--- config.mk ---
export PLATFORM = sky130hd
export DESIGN_NAME = ksa_accel_top
export DESIGN_NICKNAME = d
export VERILOG_FILES = /design/src/ksa_types_pkg.sv /design/src/axil_pkg.sv /design/src/add_op_if.sv /design/src/ksa_prefix_adder.sv /design/src/ksa_add_unit.sv /design/src/ksa_axil_regs.sv /design/src/ksa_accel_top.sv
export VERILOG_INCLUDE_DIRS = /design/src
export SDC_FILE = /design/constraint.sdc
export NUM_CORES = 1
export LEC_CHECK = 0
export ABC_AREA = 1
export CORE_AREA = 2 2 175 177
export CTS_BUF_LIST = sky130_fd_sc_hd__clkbuf_8 sky130_fd_sc_hd__clkbuf_16
export CTS_CLUSTER_DIAMETER = 120
export DETAILED_ROUTE_END_ITERATION = 16
export DIE_AREA = 0 0 177 179
export DONT_BUFFER_PORTS = 1
export GPL_ROUTABILITY_DRIVEN = 0
export PLACE_DENSITY = 0.57
export SLEW_MARGIN = 20
export SYNTH_ARGS = -nofsm -noshare
export SYNTH_HDL_FRONTEND = slang
export SYNTH_SLANG_ARGS = --single-unit
--- constraint.sdc ---
create_clock -name clk -period 5.35 [get_ports clk]
set_input_delay 0.535 -clock clk [delete_from_list [all_inputs] [get_ports clk]]
set_output_delay 0.535 -clock clk [all_outputs]
set_load 0.1 [all_outputs]
--- src/ksa_consts.svh ---
`ifndef KSA_CONSTS_SVH
`define KSA_CONSTS_SVH

// Datapath and register address widths
`define KSA_WIDTH      32
`define KSA_ADDR_W     5

// Register byte offsets
`define KSA_REG_OPA    5'h00
`define KSA_REG_OPB    5'h04
`define KSA_REG_CTRL   5'h08
`define KSA_REG_RESULT 5'h0C
`define KSA_REG_STATUS 5'h10

// CTRL bit positions
`define KSA_CTRL_GO    0
`define KSA_CTRL_SUB   1
`define KSA_CTRL_CIN   2

// STATUS bit positions
`define KSA_STAT_DONE  0
`define KSA_STAT_COUT  1
`define KSA_STAT_OVF   2
`define KSA_STAT_ZERO  3

`endif

--- src/ksa_types_pkg.sv ---
`include "ksa_consts.svh"

package ksa_types_pkg;

    // Operand and result word
    typedef logic [`KSA_WIDTH-1:0] operand_t;

    // Result flags, packed as {zero, ovf, cout}
    typedef logic [2:0] flags_t;

    localparam int FLAG_COUT = 0;
    localparam int FLAG_OVF  = 1;
    localparam int FLAG_ZERO = 2;

    // Add unit pipeline occupancy
    typedef enum logic [1:0] {
        EMPTY = 2'd0,
        ONE   = 2'd1,
        TWO   = 2'd2
    } stage_t;

endpackage

--- src/axil_pkg.sv ---
`include "ksa_consts.svh"

package axil_pkg;

    typedef logic [`KSA_ADDR_W-1:0] axil_addr_t;
    typedef logic [31:0]            axil_data_t;
    typedef logic [1:0]             axil_resp_t;

    // Response codes
    localparam axil_resp_t OKAY   = 2'b00;
    localparam axil_resp_t SLVERR = 2'b10;

endpackage

--- src/add_op_if.sv ---
`timescale 1ns/1ps
`include "ksa_consts.svh"

interface add_op_if;

    // Request, register block to add unit
    logic                    start;
    ksa_types_pkg::operand_t a;
    ksa_types_pkg::operand_t b;
    logic                    sub;
    logic                    cin;

    // Response, add unit to register block
    logic                    done;
    ksa_types_pkg::operand_t sum;
    ksa_types_pkg::flags_t   flags;

    modport regs (
        output start,
        output a,
        output b,
        output sub,
        output cin,
        input  done,
        input  sum,
        input  flags
    );

    modport unit (
        input  start,
        input  a,
        input  b,
        input  sub,
        input  cin,
        output done,
        output sum,
        output flags
    );

endinterface

--- src/ksa_prefix_adder.sv ---
`timescale 1ns/1ps
`include "ksa_consts.svh"

module ksa_prefix_adder #(
    parameter int WIDTH = `KSA_WIDTH
) (
    input  ksa_types_pkg::operand_t a,
    input  ksa_types_pkg::operand_t b,
    input  logic                    cin,
    output ksa_types_pkg::operand_t sum,
    output logic                    cout
);

    // One prefix row per doubling of the span
    localparam int LEVELS = $clog2(WIDTH);

    // Bit 0 of p/g holds the carry-in, operand bits sit one place up
    logic [WIDTH:0] p;
    logic [WIDTH:0] g;

    // Group generate and propagate after each row
    wire [WIDTH-1:0] gr [0:LEVELS];
    wire [WIDTH-1:0] pr [0:LEVELS];

    // Grey cell, group generate only
    function automatic logic grey_cell(
        input logic g_hi,
        input logic p_hi,
        input logic g_lo
    );
        return g_hi | (p_hi & g_lo);
    endfunction

    // Black cell, returns {g, p}
    function automatic logic [1:0] black_cell(
        input logic g_hi,
        input logic p_hi,
        input logic g_lo,
        input logic p_lo
    );
        return {g_hi | (p_hi & g_lo), p_hi & p_lo};
    endfunction

    //////////////////////////////////////////////////
    // Propagate / generate stage
    //////////////////////////////////////////////////

    assign p[0] = 1'b0;
    assign g[0] = cin;

    genvar i;
    genvar r;

    generate
        for (i = 1; i <= WIDTH; i = i + 1) begin : g_pg
            assign p[i] = a[i-1] ^ b[i-1];
            assign g[i] = a[i-1] & b[i-1];
        end
    endgenerate

    assign gr[0] = g[WIDTH-1:0];
    assign pr[0] = p[WIDTH-1:0];

    //////////////////////////////////////////////////
    // Prefix rows
    //////////////////////////////////////////////////

    generate
        for (r = 0; r < LEVELS; r = r + 1) begin : g_row
            localparam int SPAN = 1 << r;
            for (i = 0; i < WIDTH; i = i + 1) begin : g_col
                if (i < SPAN) begin : g_copy
                    // Prefix already reaches bit 0
                    assign gr[r+1][i] = gr[r][i];
                    assign pr[r+1][i] = 1'b0;
                end else if (i < 2 * SPAN) begin : g_grey
                    // Lower group is complete, so this one closes here
                    assign gr[r+1][i] = grey_cell(gr[r][i], pr[r][i], gr[r][i-SPAN]);
                    assign pr[r+1][i] = 1'b0;
                end else begin : g_black
                    assign {gr[r+1][i], pr[r+1][i]} =
                        black_cell(gr[r][i], pr[r][i], gr[r][i-SPAN], pr[r][i-SPAN]);
                end
            end
        end
    endgenerate

    //////////////////////////////////////////////////
    // Sum stage
    //////////////////////////////////////////////////

    // gr[LEVELS][i] is the carry into operand bit i
    generate
        for (i = 0; i < WIDTH; i = i + 1) begin : g_sum
            assign sum[i] = p[i+1] ^ gr[LEVELS][i];
        end
    endgenerate

    assign cout = grey_cell(g[WIDTH], p[WIDTH], gr[LEVELS][WIDTH-1]);

endmodule

--- src/ksa_add_unit.sv ---
`timescale 1ns/1ps
`include "ksa_consts.svh"

module ksa_add_unit (
    input logic clk,
    input logic rst,
    add_op_if.unit op
);

    // Stage 1, operands with subtract already folded in
    logic                    s1_valid;
    ksa_types_pkg::operand_t s1_a;
    ksa_types_pkg::operand_t s1_b;
    logic                    s1_cin;

    // Stage 2, registered result
    logic                    s2_valid;
    ksa_types_pkg::operand_t s2_sum;
    ksa_types_pkg::flags_t   s2_flags;

    ksa_types_pkg::operand_t add_sum;
    logic                    add_cout;
    ksa_types_pkg::stage_t   occ;

    always_ff @(posedge clk) begin
        if (rst) begin
            s1_valid <= 1'b0;
            s2_valid <= 1'b0;
        end else begin
            s1_valid <= op.start;
            s2_valid <= s1_valid;
        end
    end

    // A - B - cin computed as A + ~B + ~cin
    always_ff @(posedge clk) begin
        if (op.start) begin
            s1_a   <= op.a;
            s1_b   <= op.sub ? ~op.b : op.b;
            s1_cin <= op.sub ? ~op.cin : op.cin;
        end
    end

    ksa_prefix_adder #(
        .WIDTH (`KSA_WIDTH)
    ) u_adder (
        .a    (s1_a),
        .b    (s1_b),
        .cin  (s1_cin),
        .sum  (add_sum),
        .cout (add_cout)
    );

    always_ff @(posedge clk) begin
        if (s1_valid) begin
            s2_sum                                <= add_sum;
            s2_flags[ksa_types_pkg::FLAG_COUT]    <= add_cout;
            // Same input signs, different result sign
            s2_flags[ksa_types_pkg::FLAG_OVF]     <=
                (s1_a[`KSA_WIDTH-1] == s1_b[`KSA_WIDTH-1]) &&
                (add_sum[`KSA_WIDTH-1] != s1_a[`KSA_WIDTH-1]);
            s2_flags[ksa_types_pkg::FLAG_ZERO]    <= (add_sum == '0);
        end
    end

    // Operations in flight after this edge
    always_ff @(posedge clk) begin
        if (rst) begin
            occ <= ksa_types_pkg::EMPTY;
        end else begin
            case ({op.start, s1_valid})
                2'b00:   occ <= ksa_types_pkg::EMPTY;
                2'b11:   occ <= ksa_types_pkg::TWO;
                default: occ <= ksa_types_pkg::ONE;
            endcase
        end
    end

    assign op.done  = s2_valid;
    assign op.sum   = s2_sum;
    assign op.flags = s2_flags;

endmodule

--- src/ksa_axil_regs.sv ---
`timescale 1ns/1ps
`include "ksa_consts.svh"

module ksa_axil_regs (
    input  logic                   clk,
    input  logic                   rst,
    input  axil_pkg::axil_addr_t   awaddr,
    input  logic                   awvalid,
    output logic                   awready,
    input  axil_pkg::axil_data_t   wdata,
    input  logic                   wvalid,
    output logic                   wready,
    output axil_pkg::axil_resp_t   bresp,
    output logic                   bvalid,
    input  logic                   bready,
    input  axil_pkg::axil_addr_t   araddr,
    input  logic                   arvalid,
    output logic                   arready,
    output axil_pkg::axil_data_t   rdata,
    output axil_pkg::axil_resp_t   rresp,
    output logic                   rvalid,
    input  logic                   rready,
    add_op_if.regs                 op
);

    ksa_types_pkg::operand_t opa_q;
    ksa_types_pkg::operand_t opb_q;
    logic                    sub_q;
    logic                    cin_q;
    logic                    start_q;
    ksa_types_pkg::operand_t result_q;
    ksa_types_pkg::flags_t   flags_q;
    logic                    done_q;

    logic                    wr_hs;
    logic                    wr_err;
    logic                    rd_err;
    axil_pkg::axil_data_t    rd_word;
    axil_pkg::axil_data_t    ctrl_word;
    axil_pkg::axil_data_t    status_word;

    //////////////////////////////////////////////////
    // Write channel
    //////////////////////////////////////////////////

    assign wready = awready;
    assign wr_hs  = awvalid && awready && wvalid && wready;

    // Only operands and control are writable
    always_comb begin
        case (awaddr)
            `KSA_REG_OPA, `KSA_REG_OPB, `KSA_REG_CTRL: wr_err = 1'b0;
            default:                                   wr_err = 1'b1;
        endcase
    end

    always_ff @(posedge clk) begin
        if (rst) begin
            awready  <= 1'b0;
            bvalid   <= 1'b0;
            bresp    <= axil_pkg::OKAY;
            opa_q    <= '0;
            opb_q    <= '0;
            sub_q    <= 1'b0;
            cin_q    <= 1'b0;
            start_q  <= 1'b0;
            result_q <= '0;
            flags_q  <= '0;
            done_q   <= 1'b0;
        end else begin
            start_q <= 1'b0;
            // One-cycle ready once both AW and W are up
            awready <= awvalid && wvalid && !bvalid && !awready;
            if (bvalid && bready) begin
                bvalid <= 1'b0;
            end
            if (op.done) begin
                result_q <= op.sum;
                flags_q  <= op.flags;
                done_q   <= 1'b1;
            end
            if (wr_hs) begin
                bvalid <= 1'b1;
                bresp  <= wr_err ? axil_pkg::SLVERR : axil_pkg::OKAY;
                case (awaddr)
                    `KSA_REG_OPA: opa_q <= wdata;
                    `KSA_REG_OPB: opb_q <= wdata;
                    `KSA_REG_CTRL: begin
                        sub_q   <= wdata[`KSA_CTRL_SUB];
                        cin_q   <= wdata[`KSA_CTRL_CIN];
                        start_q <= wdata[`KSA_CTRL_GO];
                        // New command, old result no longer current
                        done_q  <= 1'b0;
                    end
                    default: ;
                endcase
            end
        end
    end

    //////////////////////////////////////////////////
    // Read channel
    //////////////////////////////////////////////////

    always_comb begin
        ctrl_word                        = '0;
        ctrl_word[`KSA_CTRL_SUB]         = sub_q;
        ctrl_word[`KSA_CTRL_CIN]         = cin_q;
        status_word                      = '0;
        status_word[`KSA_STAT_DONE]      = done_q;
        status_word[`KSA_STAT_COUT]      = flags_q[ksa_types_pkg::FLAG_COUT];
        status_word[`KSA_STAT_OVF]       = flags_q[ksa_types_pkg::FLAG_OVF];
        status_word[`KSA_STAT_ZERO]      = flags_q[ksa_types_pkg::FLAG_ZERO];
    end

    always_comb begin
        rd_word = '0;
        rd_err  = 1'b0;
        case (araddr)
            `KSA_REG_OPA:    rd_word = opa_q;
            `KSA_REG_OPB:    rd_word = opb_q;
            `KSA_REG_CTRL:   rd_word = ctrl_word;
            `KSA_REG_RESULT: rd_word = result_q;
            `KSA_REG_STATUS: rd_word = status_word;
            default:         rd_err  = 1'b1;
        endcase
    end

    always_ff @(posedge clk) begin
        if (rst) begin
            arready <= 1'b0;
            rvalid  <= 1'b0;
            rdata   <= '0;
            rresp   <= axil_pkg::OKAY;
        end else begin
            arready <= arvalid && !rvalid && !arready;
            if (rvalid && rready) begin
                rvalid <= 1'b0;
            end
            // rdata only moves on a new address handshake
            if (arvalid && arready) begin
                rvalid <= 1'b1;
                rdata  <= rd_word;
                rresp  <= rd_err ? axil_pkg::SLVERR : axil_pkg::OKAY;
            end
        end
    end

    assign op.start = start_q;
    assign op.a     = opa_q;
    assign op.b     = opb_q;
    assign op.sub   = sub_q;
    assign op.cin   = cin_q;

endmodule

--- src/ksa_accel_top.sv ---
`timescale 1ns/1ps
`include "ksa_consts.svh"

module ksa_accel_top (
    input  logic                 clk,
    input  logic                 rst,
    input  axil_pkg::axil_addr_t awaddr,
    input  logic                 awvalid,
    output logic                 awready,
    input  axil_pkg::axil_data_t wdata,
    input  logic                 wvalid,
    output logic                 wready,
    output axil_pkg::axil_resp_t bresp,
    output logic                 bvalid,
    input  logic                 bready,
    input  axil_pkg::axil_addr_t araddr,
    input  logic                 arvalid,
    output logic                 arready,
    output axil_pkg::axil_data_t rdata,
    output axil_pkg::axil_resp_t rresp,
    output logic                 rvalid,
    input  logic                 rready
);

    // Request/result path between registers and adder
    add_op_if op_bus ();

    ksa_axil_regs u_regs (
        .clk     (clk),
        .rst     (rst),
        .awaddr  (awaddr),
        .awvalid (awvalid),
        .awready (awready),
        .wdata   (wdata),
        .wvalid  (wvalid),
        .wready  (wready),
        .bresp   (bresp),
        .bvalid  (bvalid),
        .bready  (bready),
        .araddr  (araddr),
        .arvalid (arvalid),
        .arready (arready),
        .rdata   (rdata),
        .rresp   (rresp),
        .rvalid  (rvalid),
        .rready  (rready),
        .op      (op_bus.regs)
    );

    ksa_add_unit u_unit (
        .clk (clk),
        .rst (rst),
        .op  (op_bus.unit)
    );

endmodule

==> results of run 1 <==
logic make-up (layout without fill, tap and decap cells):
group | Yosys count | after routing | synth area share (%)
AOI/OAI and AO/OA | 181 | 181 | 9.63
xor gates and xnor gates | 38 | 38 | 2.90
adders and majority gates | 34 | 34 | 3.75
buffers and inverters | 254 | 246 | 8.42
DFF | 243 | 243 | 49.9
other | 1 | 2 | 0.0319
and+or+nand+nor | 697 | 697 | 25.4
per-stage QoR:
stage / setup WS [ns] / hold slack (ns)
5_1_grt: 1.81 / 0.0680
2_1_floorplan: 2.45 / 0.431
4_1_cts: 2.05 / 0.0674
3_5_place_dp: 2.06 / 0.445
6_report: 2.06 / 0.0843
3_3_place_gp: 2.12 / 0.445
final timing paths:
kind	start	endpoint	cells after the start
setup / recovery	u_unit.s1_cin$_DFFE_PP_	u_unit.op.flags[2]$_DFFE_PP_	21
hold / removal	rst	u_regs.result_q[13]$_SDFFE_PP0P_	1
setup reg to reg	u_unit.s1_cin$_DFFE_PP_	u_unit.op.flags[2]$_DFFE_PP_	21
hold reg to reg	u_regs.result_q[18]$_SDFFE_PP0P_	u_regs.result_q[18]$_SDFFE_PP0P_	2
cell usage in the layout, fill, tap and decap left out, types with 2 or more instances in the layout:
master and instances:
a211oi_1 76, a21oi_1 82, a21oi_2 3, a221oi_1 2, a31oi_1 2, buf_4 10
clkbuf_16 27, clkbuf_8 7, conb_1 2, dfxtp_1 140, dfxtp_2 3, edfxtp_1 100
fa_1 2, ha_1 32, inv_1 193, inv_2 6, nand2_1 405, nand2_2 22
nand3_1 62, nand3_2 3, nand3b_1 11, nand4_1 33, nor2_1 135, nor2_2 3
nor2_4 3, nor3_1 9, nor3_2 2, nor4_1 5, o21ai_0 10, o21bai_1 2
xnor2_1 3, xor2_1 34
worst max-delay path: stages, from the launching register on:
cell and delay, ns:
edfxtp_1 0.36, inv_1 0.07, fa_1 0.45, inv_1 0.11, nand3_1 0.10, nand2_1 0.10, nand3_1 0.09, nand3_1 0.14
nand2_1 0.09, nand2_1 0.09, a211oi_1 0.12, fa_1 0.61, nand2_1 0.06, nor2_1 0.10, nand3_1 0.09, nor2_1 0.11
nand3_1 0.08, nor2_1 0.09, nand2_1 0.06, nor2_2 0.07, nand3_1 0.06, nor2_1 0.09
power by group:
| part | leakage (nW) | total (W) | switching [W] | internal [W] |
|---|---|---|---|---|
| sequential | 2.23 | 0.00193 | 0.0000165 | 0.00192 |
| clock | 0.446 | 0.00172 | 0.000720 | 0.00100 |
| combinational | 3.16 | 0.0000479 | 0.0000396 | 0.00000831 |
per-layer routing:
layer | up-vias | wire (um) | share of wire [%]
met1 | 4416 | 15300 | 48
met5 | - | 0 | 0
met3 | 26 | 1950 | 6.1
met2 | 252 | 14100 | 45
li1 | 4670 | - | -
met4 | 0 | 360 | 1.1
flip-flops by register name, indices dropped and copies added (netlist names):
name	cells
u_unit.op.flags	3
u_unit.s1_a	32
u_regs.result_q	32
u_regs.op.sub	1
u_regs.op.a	32
u_regs.flags_q	3
u_regs.awready	1
u_unit.s1_b	32
u_unit.op.sum	32
u_regs.rdata	32
u_unit.op.done	1
u_regs.op.start	1
u_regs.op.b	32
u_unit.s1_cin	1
u_regs.rresp	1
u_regs.bresp	1
u_unit.s1_valid	1
u_regs.rvalid	1
u_regs.arready	1
u_regs.op.cin	1
u_regs.bvalid	1
u_regs.done_q	1
final cells by class:
cell class	instances	area (sq um)	share of cell area, %
Sequential cell	243	5870	45.5
Inverter	189	709	5.50
Clock buffer	34	772	5.99
Multi-Input combinational cell	952	4920	38.1
Tap cell	396	495	3.84
Timing Repair Buffer	10	75.1	0.582
Clock inverter	13	55.1	0.427
==> impl_results.md, run 1 <==
* Placed cell count at roughly 1.8k
* Clock slew at reported path FFs at 0.07 ns
* Top-count cell post-synth: nand2_1
* ANT nets after route at 0
* CP max FO at 3
* Cell area power density at 287 mW/mm^2
* Fin util at 42.9%
* Via count at 9364
* Number of flops mapped to enable cells by yosys at 100
* Initial drt markers at 654
* Status: complete, no violations
* Postcts setup bufs at 0
* CP Capture Type: register
* Distinct cells, synth at 41
* Min Tclk post-route at 3.29 ns
* Number of global-route vias before repair at 8927
* Pin count of the biggest net entering global routing at approximately 140
* Clock Skews at 0.0191 ns
* Non-filler instance count after layout at 1837
* Final Hold Fails at 0
* Final wirelength at 31700 um
* Sum Neg Setup Slack at 0 ns
* TritonCTS Buffers at 26
* Synthesized area per cell at 8.11 sq um
* RSZ-0062 raised after global routing: no
* Fraction of registers with async set/reset at 0%
* Area post-placement at 0.0121 sq mm
* Total Routing Usage GR at between 20% and 30%
* Layout filler cell count at approximately 3k
* Initial antenna violation count at 0
* Gates resized, CTS repair at 0
* Main synth FF type: dfxtp_1
* Number of hold buffers added after CTS at 0
* Final Net Count at 1505
* FP Rows at 64
* Ys Warns at 0
* DP HPWL at 22000 um
* CP required at between 5 and 6 ns
* Clk sinks at 243
* Global-route wire length before repair at between 50000 and 60000 um
* Die Y at between 150 and 200 um
* GRT overflow at 0
* TritonCTS clock tree: yes
* Post-synthesis cell count at 1448
* I/O Buffers at 0
* Detailed Routing Iterations Pass 1 at 5
* Die width at about 180 um
* Crit start category: register
* Core ar. at between 0.03 and 0.04 sq mm
* Most common library cells after synthesis: 405 x nand2_1, 184 x inv_1, 143 x dfxtp_1
* Initial Util at approximately 39%
* Synth top area cells: edfxtp_1 26%, dfxtp_1 24%, nand2_1 13%
* Cell taking the most area after synthesis: edfxtp_1
* Final setup fails at 0
* Max_cap viols at 0
* Mapped cell area at 0.0118 sq mm
* Yosys top cell area share at 25.6%
* Final Cycle Share at 61.4%
* CTS H-tree lvls at 1
* Area growth, synth to finish at 9.73%
* Antenna cell count at 0
* Setup Crit Path Kind: reg2reg
* Post-route cell area at between 0.01 and 0.015 sq mm
* LEAKAGE at about 5.8 nW
* Power Total at 0.00370 W
* Reg2reg setup slack at between 2 and 2.5 ns
* Met3 Use GR at 3.03%
* GRT busiest layer: met2
* Relative slew slack at between 30 and 40%
* Grt met1 use at just under 30%
* Die ar. at 0.0317 sq mm
* Worst slew pin tran at 1.03 ns
* Max Clk Rate at between 300 and 400 MHz
* Via/cell ratio at 5.10
* Slew Viols, Final at 0
* Worst-Skew Late Latency at 0.53 ns
* Io pins at 90
* Worst VDD drop at about 0.22 mV
* CTS Buffer Depth at 3
* WL per Instance at ~17 um
* HP Class: in2reg
* Sequential area share after synthesis at 49.9%
* Crit path arrival time at approximately 3.7 ns
* FF+latch count, synth at 243
* Met2 Track Usage GR at 32.4%
* DRC at 0
* Clk root buf: clkbuf_16
* Share of layout cells above drive strength 1 at 6.59%
Power figures use the tool's default switching activity.
==> run 2: changes to the inputs <==
- ABC_AREA: 1 -> 0
- CORE_AREA: 2 2 175 177 -> 2 2 167 169
- DIE_AREA: 0 0 177 179 -> 0 0 169 171
- clock period: 5.35 -> 3.25 ns (I/O delays scaled with it)
==> impl_results.md, run 2 <==
* Status: finished with violations (was complete, no violations)
* Violated checks: negative setup slack
* Total Routing Usage GR at 19.7% (was 20.1%)
* Die Y at 171 um (was 179 um)
* Worst slew pin tran at 1.02 ns (was 1.03 ns)
* Pin count of the biggest net entering global routing at 144 (unchanged)
* FP Rows at 61 (was 64)
* Yosys top cell area share at 28.0% (was 25.6%)
* Crit path arrival time at 4.42 ns (was 3.68 ns)
* GRT overflow at 0 (unchanged)
* Io pins at 90 (unchanged)
* Detailed Routing Iterations Pass 1 at 8 (was 5)
* Distinct cells, synth at 73 (was 41)
* Most used cell, CP: a21oi_2 (was nand3_1)
* DP HPWL at 19300 um (was 22000 um)
* Sw power at 0.00130 W (was 0.000776 W)
* Sequential area share after synthesis at 54.6% (was 49.9%)
* CTS H-tree lvls at 1 (unchanged)
* Synth Area in XOR/XNOR at 4.89% (was 2.90%)
* Slew Viols, Final at 0 (unchanged)
* Area growth, synth to finish at 21.8% (was 9.73%)
* Cell taking the most area after synthesis: edfxtp_1 (unchanged)
* FF+latch count, synth at 243 (unchanged)
* Gate power share at 2.2% (was 1.3%)
* Final Cycle Share at 125% (was 61.4%)
* Mapped cell area at 0.0107 sq mm (was 0.0118 sq mm)
* Clock Skews at 0.0187 ns (was 0.0191 ns)
* Delay-heaviest family, CP: compound AO/OA/AOI/OAI gates (was simple AND/OR/NAND/NOR gates)
* Initial drt markers at 664 (was 654)
* Worst r2r src: u_unit.s1_a[0]$_DFFE_PP_ (was u_unit.s1_cin$_DFFE_PP_)
* Placed cell count at 1440 (was 1790)
* Top-count cell post-synth: nand2_1 (unchanged)
* Ys Warns at 0 (unchanged)
* Fraction of registers with async set/reset at 0% (unchanged)
* RSZ-0062 raised after global routing: yes (was no)
* Final Hold Fails at 0 (unchanged)
* TritonCTS Buffers at 26 (unchanged)
* I/O Buffers at 0 (unchanged)
* Max_cap viols at 0 (unchanged)
* Pint at 0.00488 W (was 0.00293 W)
* CP max FO at 2 (was 3)
* Compound-Gate Fraction of Synth Area at 14.7% (was 9.63%)
* Reg power frac at 51.3% (was 52.2%)
* Post-synthesis cell count at 1061 (was 1448)
* ANT nets after route at 0 (unchanged)
* Crit start category: register (unchanged)
* Final worst setup slack at -0.821 ns (was 2.06 ns)
* Layout filler cell count at 2527 (was 2999)
* Final Net Count at 1251 (was 1505)
* CP Capture Type: register (unchanged)
* CTS Buffer Depth at 3 (unchanged)
* HP Class: in2reg (unchanged)
* LEAKAGE at 4.59 nW (was 5.84 nW)
* Main synth FF type: dfxtp_1 (unchanged)
* Clock slew at reported path FFs at 0.06 ns (was 0.07 ns)
* Synth Area in Simple Gates at 14.3% (was 25.4%)
* Number of flops mapped to enable cells by yosys at 100 (unchanged)
* Mux contribution to synthesized area at 3.89% (was 0%)
* CP cell instances: inv_2 > fa_2 > nand2b_4 > a211oi_4 > o21a_1 > o21ai_2 > a311o_1 > a21oi_2 > a21o_1 > a21oi_2 > fa_1 > inv_1 > nor3_2 > and4b_1 > o2111ai_1 > nor4bb_1 > nand4b_1 > nor4_2 (was inv_1 > fa_1 > inv_1 > nand3_1 > nand2_1 > nand3_1 > nand3_1 > nand2_1 > nand2_1 > a211oi_1 > fa_1 > nand2_1 > nor2_1 > nand3_1 > nor2_1 > nand3_1 > nor2_1 > nand2_1 > nor2_2 > nand3_1 > nor2_1)
* Clk root buf: clkbuf_16 (unchanged)
* Via/cell ratio at 5.45 (was 5.10)
* Core ar. at 0.0273 sq mm (was 0.0300 sq mm)
* Sw frac at 21.1% (was 20.9%)
* Global-route wire length before repair at 44600 um (was 50000 um)
* Synth top area cells: edfxtp_1 28%, dfxtp_1 27%, a21oi_1 6.3% (was edfxtp_1 26%, dfxtp_1 24%, nand2_1 13%)
* Leading cell types in the layout, fill and taps excluded: 160 x nand2_1, 139 x dfxtp_1, 134 x a21oi_1, 114 x nor2_1, 106 x buf_4 (was 405 x nand2_1, 193 x inv_1, 140 x dfxtp_1, 135 x nor2_1, 100 x edfxtp_1)
* CP Buf/Inv Count at 2 (unchanged)
* Min Tclk post-route at 4.07 ns (was 3.29 ns)
* Share of layout cells above drive strength 1 at 16.2% (was 6.59%)
* Synthesized area per cell at 10.1 sq um (was 8.11 sq um)
* Non-filler instance count after layout at 1534 (was 1837)
* Die width at 169 um (was 177 um)
* Worst-Skew Late Latency at 0.53 ns (about the same)
* Initial antenna violation count at 0 (unchanged)
* Die ar. at 0.0289 sq mm (was 0.0317 sq mm)
* Power Total at 0.00618 W (was 0.00370 W)
* CP Launch Point: u_unit.s1_a[0]$_DFFE_PP_ (was u_unit.s1_cin$_DFFE_PP_)
* DRC at 0 (unchanged)
* Via count at 8356 (was 9364)
* Setup Crit Path Kind: reg2reg (unchanged)
* Slowest-stage cell, CP: fa_1 (unchanged)
* Initial Util at 39.3% (was 39.1%)
* CP required at 3.60 ns (was 5.74 ns)
* Most common library cells after synthesis: 160 x nand2_1, 143 x dfxtp_1, 136 x a21oi_1 (was 405 x nand2_1, 184 x inv_1, 143 x dfxtp_1)
* Cell area power density at 472 mW/mm^2 (was 287 mW/mm^2)
* Max Clk Rate at 246 MHz (was 304 MHz)
* Antenna cell count at 0 (unchanged)
* Number of global-route vias before repair at 8185 (was 8927)
* Clk sinks at 243 (unchanged)
* Worst VDD drop at 0.437 mV (was 0.224 mV)
* Final setup fails at 2 (was 0)
* Relative slew slack at 32.1% (was 31.3%)
* WL per Instance at 18.6 um (was 17.3 um)
* Commonest non-fill, non-tap cell in the layout: nand2_1 (unchanged)
* Worst path max stage delay at 0.49 ns (was 0.61 ns)
* TritonCTS clock tree: yes (unchanged)
* Fin util at 47.9% (was 42.9%)
* Clock share of power at 46.5% (about the same)
* Adder-Cell Fraction of Synth Area at 4.10% (was 3.75%)
* Main combinational cell family by area after synthesis: compound AO/OA/AOI/OAI gates (was simple AND/OR/NAND/NOR gates)
* Final wirelength at 28600 um (was 31700 um)
* Hold_sp: wvalid (was rst)
==> run 2: final cells by class <==
cell class              instances  area [sq um]  area share (%)
clock buffers                  31           731            5.58
clock inverters                17           114           0.870
inverters                      19          71.3           0.545
multi-input cells             730          4620            35.3
flip-flops and latches        243          5870            44.9
well taps                     346           433            3.31
repair buffers                148          1240            9.50
==> run 2: logic make-up (layout without fill, tap and decap cells) <==
kind of cell,Yosys count,after routing
compound gates,240,240
xor+xnor,60,60
fa+ha+maj,34,34
buf+inv,89,215
flops,243,243
mux,41,41
other cells,1,2
simple gates,353,353
==> run 2: worst reg2reg max path, delay by kind of cell, from the launching register on <==
kind / cells / cell delay (ns)
and+or+nand+nor: 6 / 1.19
adders and majority gates: 2 / 0.87
buffers and inverters: 2 / 0.11
DFF: 1 / 0.37
AOI/OAI and AO/OA: 8 / 1.36
==> run 2: stage by stage <==
step                      setup slack (ns)  cell area, sq um  TNS (ns)  hold slack [ns]
after detailed placement            -0.906             11700     -1.01            0.407
after global placement              -0.645             11700    -0.683            0.404
after CTS                           -0.849             13000    -0.882           0.0286
after global routing                 -1.10             13100     -1.35           0.0669
after floorplan                     -0.475             10800    -0.475            0.426
final                               -0.821             13100    -0.887           0.0336
==> run 2: worst paths after layout <==
path | endpoint | slack (ns) | cells after the start
hold reg to reg | u_unit.s1_a[1]$_DFFE_PP_ | 0.46 | 0
setup reg to reg | u_unit.op.flags[2]$_DFFE_PP_ | -0.82 | 18
hold / removal | u_regs.bresp[1]$_SDFFE_PP0P_ | 0.03 | 2
setup / recovery | u_unit.op.flags[2]$_DFFE_PP_ | -0.82 | 18
==> run 2: metal layers <==
| metal | up-vias | routed length [um] | GRT usage (%) |
|---|---|---|---|
| li1 | 3992 | - | - |
| met1 | 4081 | 12800 | 26.6 |
| met2 | 235 | 13500 | 32.9 |
| met3 | 48 | 1640 | 3.15 |
| met4 | 0 | 660 | 5.28 |
| met5 | - | 0 | 0 |
==> run 2: power by group through the flow <==
| stage | registers (W) | clock network, W | logic, W |
|---|---|---|---|
| 2_1_floorplan | 0.00324 | 0 | 0.0000614 |
| 3_3_place_gp | 0.00323 | 0 | 0.0000596 |
| 3_5_place_dp | 0.00323 | 0 | 0.0000599 |
| 4_1_cts | 0.00317 | 0.00294 | 0.000138 |
| 5_1_grt | 0.00317 | 0.00304 | 0.000146 |
| 6_report | 0.00317 | 0.00287 | 0.000138 |
==> run 2: what timing repair did <==
action / 4_1_cts / 5_1_grt
endpoints found under the setup margin: 2 / 2
buffers inserted: 2 / 4
hold endpoints to repair: 143 / 0
pin swaps: 3 / 8
hold buffers: 41 / 0
resized for setup: 6 / 4
==> run 3: changes to the inputs <==
- SKIP_CTS_REPAIR_TIMING: not set -> 1
==> impl_results.md, run 3 (synthesis results as in run 2) <==
* Worst r2r src: u_unit.s1_a[0]$_DFFE_PP_ (unchanged)
* Io pins at 90 (unchanged)
* GRT overflow at 0 (unchanged)
* Hold_sp: wvalid (unchanged)
* Share of layout cells above drive strength 1 at 15.8% (was 16.2%)
* Crit path arrival time at 4.44 ns (was 4.42 ns)
* Register-to-Register Path Depth at 18 (unchanged)
* Reg power frac at 51.2% (was 51.3%)
* Met3 Use GR at 3.35% (was 3.15%)
* Gate power share at 2.2% (about the same)
* Detailed Routing Iterations Pass 1 at 5 (was 8)
* Violated checks: negative setup slack (unchanged)
* Leading cell types in the layout, fill and taps excluded: 160 x nand2_1, 139 x dfxtp_1, 134 x a21oi_1, 114 x nor2_1, 102 x buf_4 (was 160 x nand2_1, 139 x dfxtp_1, 134 x a21oi_1, 114 x nor2_1, 106 x buf_4)
* CP required at 3.60 ns (about the same)
* Max Clk Rate at 244 MHz (was 246 MHz)
* Final setup fails at 2 (unchanged)
* Pin count of the biggest net entering global routing at 144 (unchanged)
* Clock slew at reported path FFs at 0.06 ns (about the same)
* Setup Crit Path Kind: reg2reg (unchanged)
* Number of global-route vias before repair at 7993 (was 8185)
* Non-filler instance count after layout at 1527 (was 1534)
* DRC at 0 (unchanged)
* Worst-Skew Late Latency at 0.53 ns (about the same)
* Max_cap viols at 0 (unchanged)
* Worst r2r dst: u_unit.op.flags[2]$_DFFE_PP_ (unchanged)
* Pint at 0.00488 W (about the same)
* Initial drt markers at 693 (was 664)
* CP max FO at 2 (unchanged)
* Die width at 169 um (unchanged)
* Die Y at 171 um (unchanged)
* GRT busiest layer: met2 (unchanged)
* RSZ-0062 raised after global routing: yes (unchanged)
* DP HPWL at 19300 um (unchanged)
* Initial Util at 39.3% (unchanged)
* Crit start category: register (unchanged)
* Final Cycle Share at 126% (was 125%)
* Min Tclk post-route at 4.09 ns (was 4.07 ns)
* FP Rows at 61 (unchanged)
* Placed cell count at 1440 (unchanged)
* Die ar. at 0.0289 sq mm (unchanged)
* Final Net Count at 1244 (was 1251)
* Commonest non-fill, non-tap cell in the layout: nand2_1 (unchanged)
* Clk sinks at 243 (unchanged)
* Global-route wire length before repair at 44100 um (was 44600 um)
* Slew Viols, Final at 0 (unchanged)
* Final wirelength at 28500 um (was 28600 um)
* Final hold slack at 0.00390 ns (was 0.0336 ns)
* CTS H-tree lvls at 1 (unchanged)
* Via/cell ratio at 5.45 (about the same)
* Worst Hold Endpoint: u_regs.bvalid$_SDFFE_PP0P_ (was u_regs.bresp[1]$_SDFFE_PP0P_)
* HP Class: in2reg (unchanged)
* Worst slew pin tran at 1.02 ns (about the same)
* Clock share of power at 46.6% (was 46.5%)
* WL per Instance at 18.7 um (was 18.6 um)
* Pre-CTS WS at -0.906 ns (unchanged)
* Worst VDD drop at 0.444 mV (was 0.437 mV)
* Final Hold Fails at 0 (unchanged)
* Cell area power density at 475 mW/mm^2 (was 472 mW/mm^2)
* Min-Delay Path Depth at 2 (unchanged)
* Reg2reg setup slack at -0.84 ns (was -0.82 ns)
* Via count at 8316 (was 8356)
* Area growth, synth to finish at 21.1% (was 21.8%)
* Clock Skews at 0.0147 ns (was 0.0187 ns)
* CTS Buffer Depth at 3 (unchanged)
* Clk root buf: clkbuf_16 (unchanged)
* Final worst setup slack at -0.840 ns (was -0.821 ns)
* Initial antenna violation count at 0 (unchanged)
* Total Routing Usage GR at 19.5% (was 19.7%)
* I/O Buffers at 0 (unchanged)
* Grt met1 use at 26.4% (was 26.6%)
* TritonCTS Buffers at 26 (unchanged)
* Met2 Track Usage GR at 32.6% (was 32.9%)
* ANT nets after route at 0 (unchanged)
* CP Capture Type: register (unchanged)
* Antenna cell count at 0 (unchanged)
* Sw frac at 21.2% (was 21.1%)
* Status: finished with violations (unchanged)
* Relative slew slack at 31.9% (was 32.1%)
* Core ar. at 0.0273 sq mm (unchanged)
* Sw power at 0.00131 W (was 0.00130 W)
* LEAKAGE at 4.56 nW (was 4.59 nW)
* TritonCTS clock tree: yes (unchanged)
run 3: power by group through the flow:
stage	registers (W)	logic (W)	clock network, W
6_report	0.00317	0.000136	0.00288
5_1_grt	0.00317	0.000144	0.00304
4_1_cts	0.00317	0.0000600	0.00294
3_5_place_dp	0.00323	0.0000599	0
3_3_place_gp	0.00323	0.0000596	0
2_1_floorplan	0.00324	0.0000614	0
run 3: cell type report:
| class | instances | area, sq um |
|---|---|---|
| Multi-Input combinational cell | 730 | 4610 |
| Inverter | 19 | 71.3 |
| Timing Repair Buffer | 141 | 1180 |
| Tap cell | 346 | 433 |
| Clock buffer | 31 | 731 |
| Clock inverter | 17 | 114 |
| Sequential cell | 243 | 5870 |
| Fill cell | 2543 | 14300 |
run 3: worst max-delay path by stage:
stage | from | endpoint | slack (ns) | depth (start not counted)
6_report | u_unit.s1_a[0]$_DFFE_PP_ | u_unit.op.flags[2]$_DFFE_PP_ | -0.84 | 18
5_1_grt | u_unit.s1_a[0]$_DFFE_PP_ | u_unit.op.flags[2]$_DFFE_PP_ | -1.15 | 18
4_1_cts | u_unit.s1_a[0]$_DFFE_PP_ | u_unit.op.flags[2]$_DFFE_PP_ | -0.93 | 18
3_5_place_dp | u_unit.s1_a[0]$_DFFE_PP_ | u_unit.op.flags[2]$_DFFE_PP_ | -0.91 | 18
3_3_place_gp | u_unit.s1_a[0]$_DFFE_PP_ | u_unit.op.flags[2]$_DFFE_PP_ | -0.65 | 18
2_1_floorplan | u_unit.s1_a[0]$_DFFE_PP_ | u_unit.op.flags[2]$_DFFE_PP_ | -0.47 | 18
run 3: metrics by stage:
step	TNS [ns]	area, sq um	power, W	util (%)
final	-0.900	13000	0.00619	47.6
after global routing	-1.37	13000	0.00635	47.6
after CTS	-1.07	12600	0.00617	45.9
after detailed placement	-1.01	11700	0.00329	42.9
after global placement	-0.683	11700	0.00329	42.9
after floorplan	-0.475	10800	0.00330	-
run 3: critical path, stage by stage (launching register included):
cell,delay (ns)
edfxtp_1,0.37
inv_2,0.05
fa_2,0.38
nand2b_4,0.16
a211oi_4,0.26
o21a_1,0.23
o21ai_2,0.08
a311o_1,0.31
a21oi_2,0.18
a21o_1,0.14
a21oi_2,0.05
fa_1,0.49
inv_1,0.06
nor3_2,0.15
and4b_1,0.21
o2111ai_1,0.12
nor4bb_1,0.32
nand4b_1,0.16
nor4_2,0.16
run 3: per-layer routing:
metal	part of all wire, %	up-vias
li1	-	3975
met1	46	4063
met2	47	228
met3	4.9	50
met4	2.4	0
met5	0	-
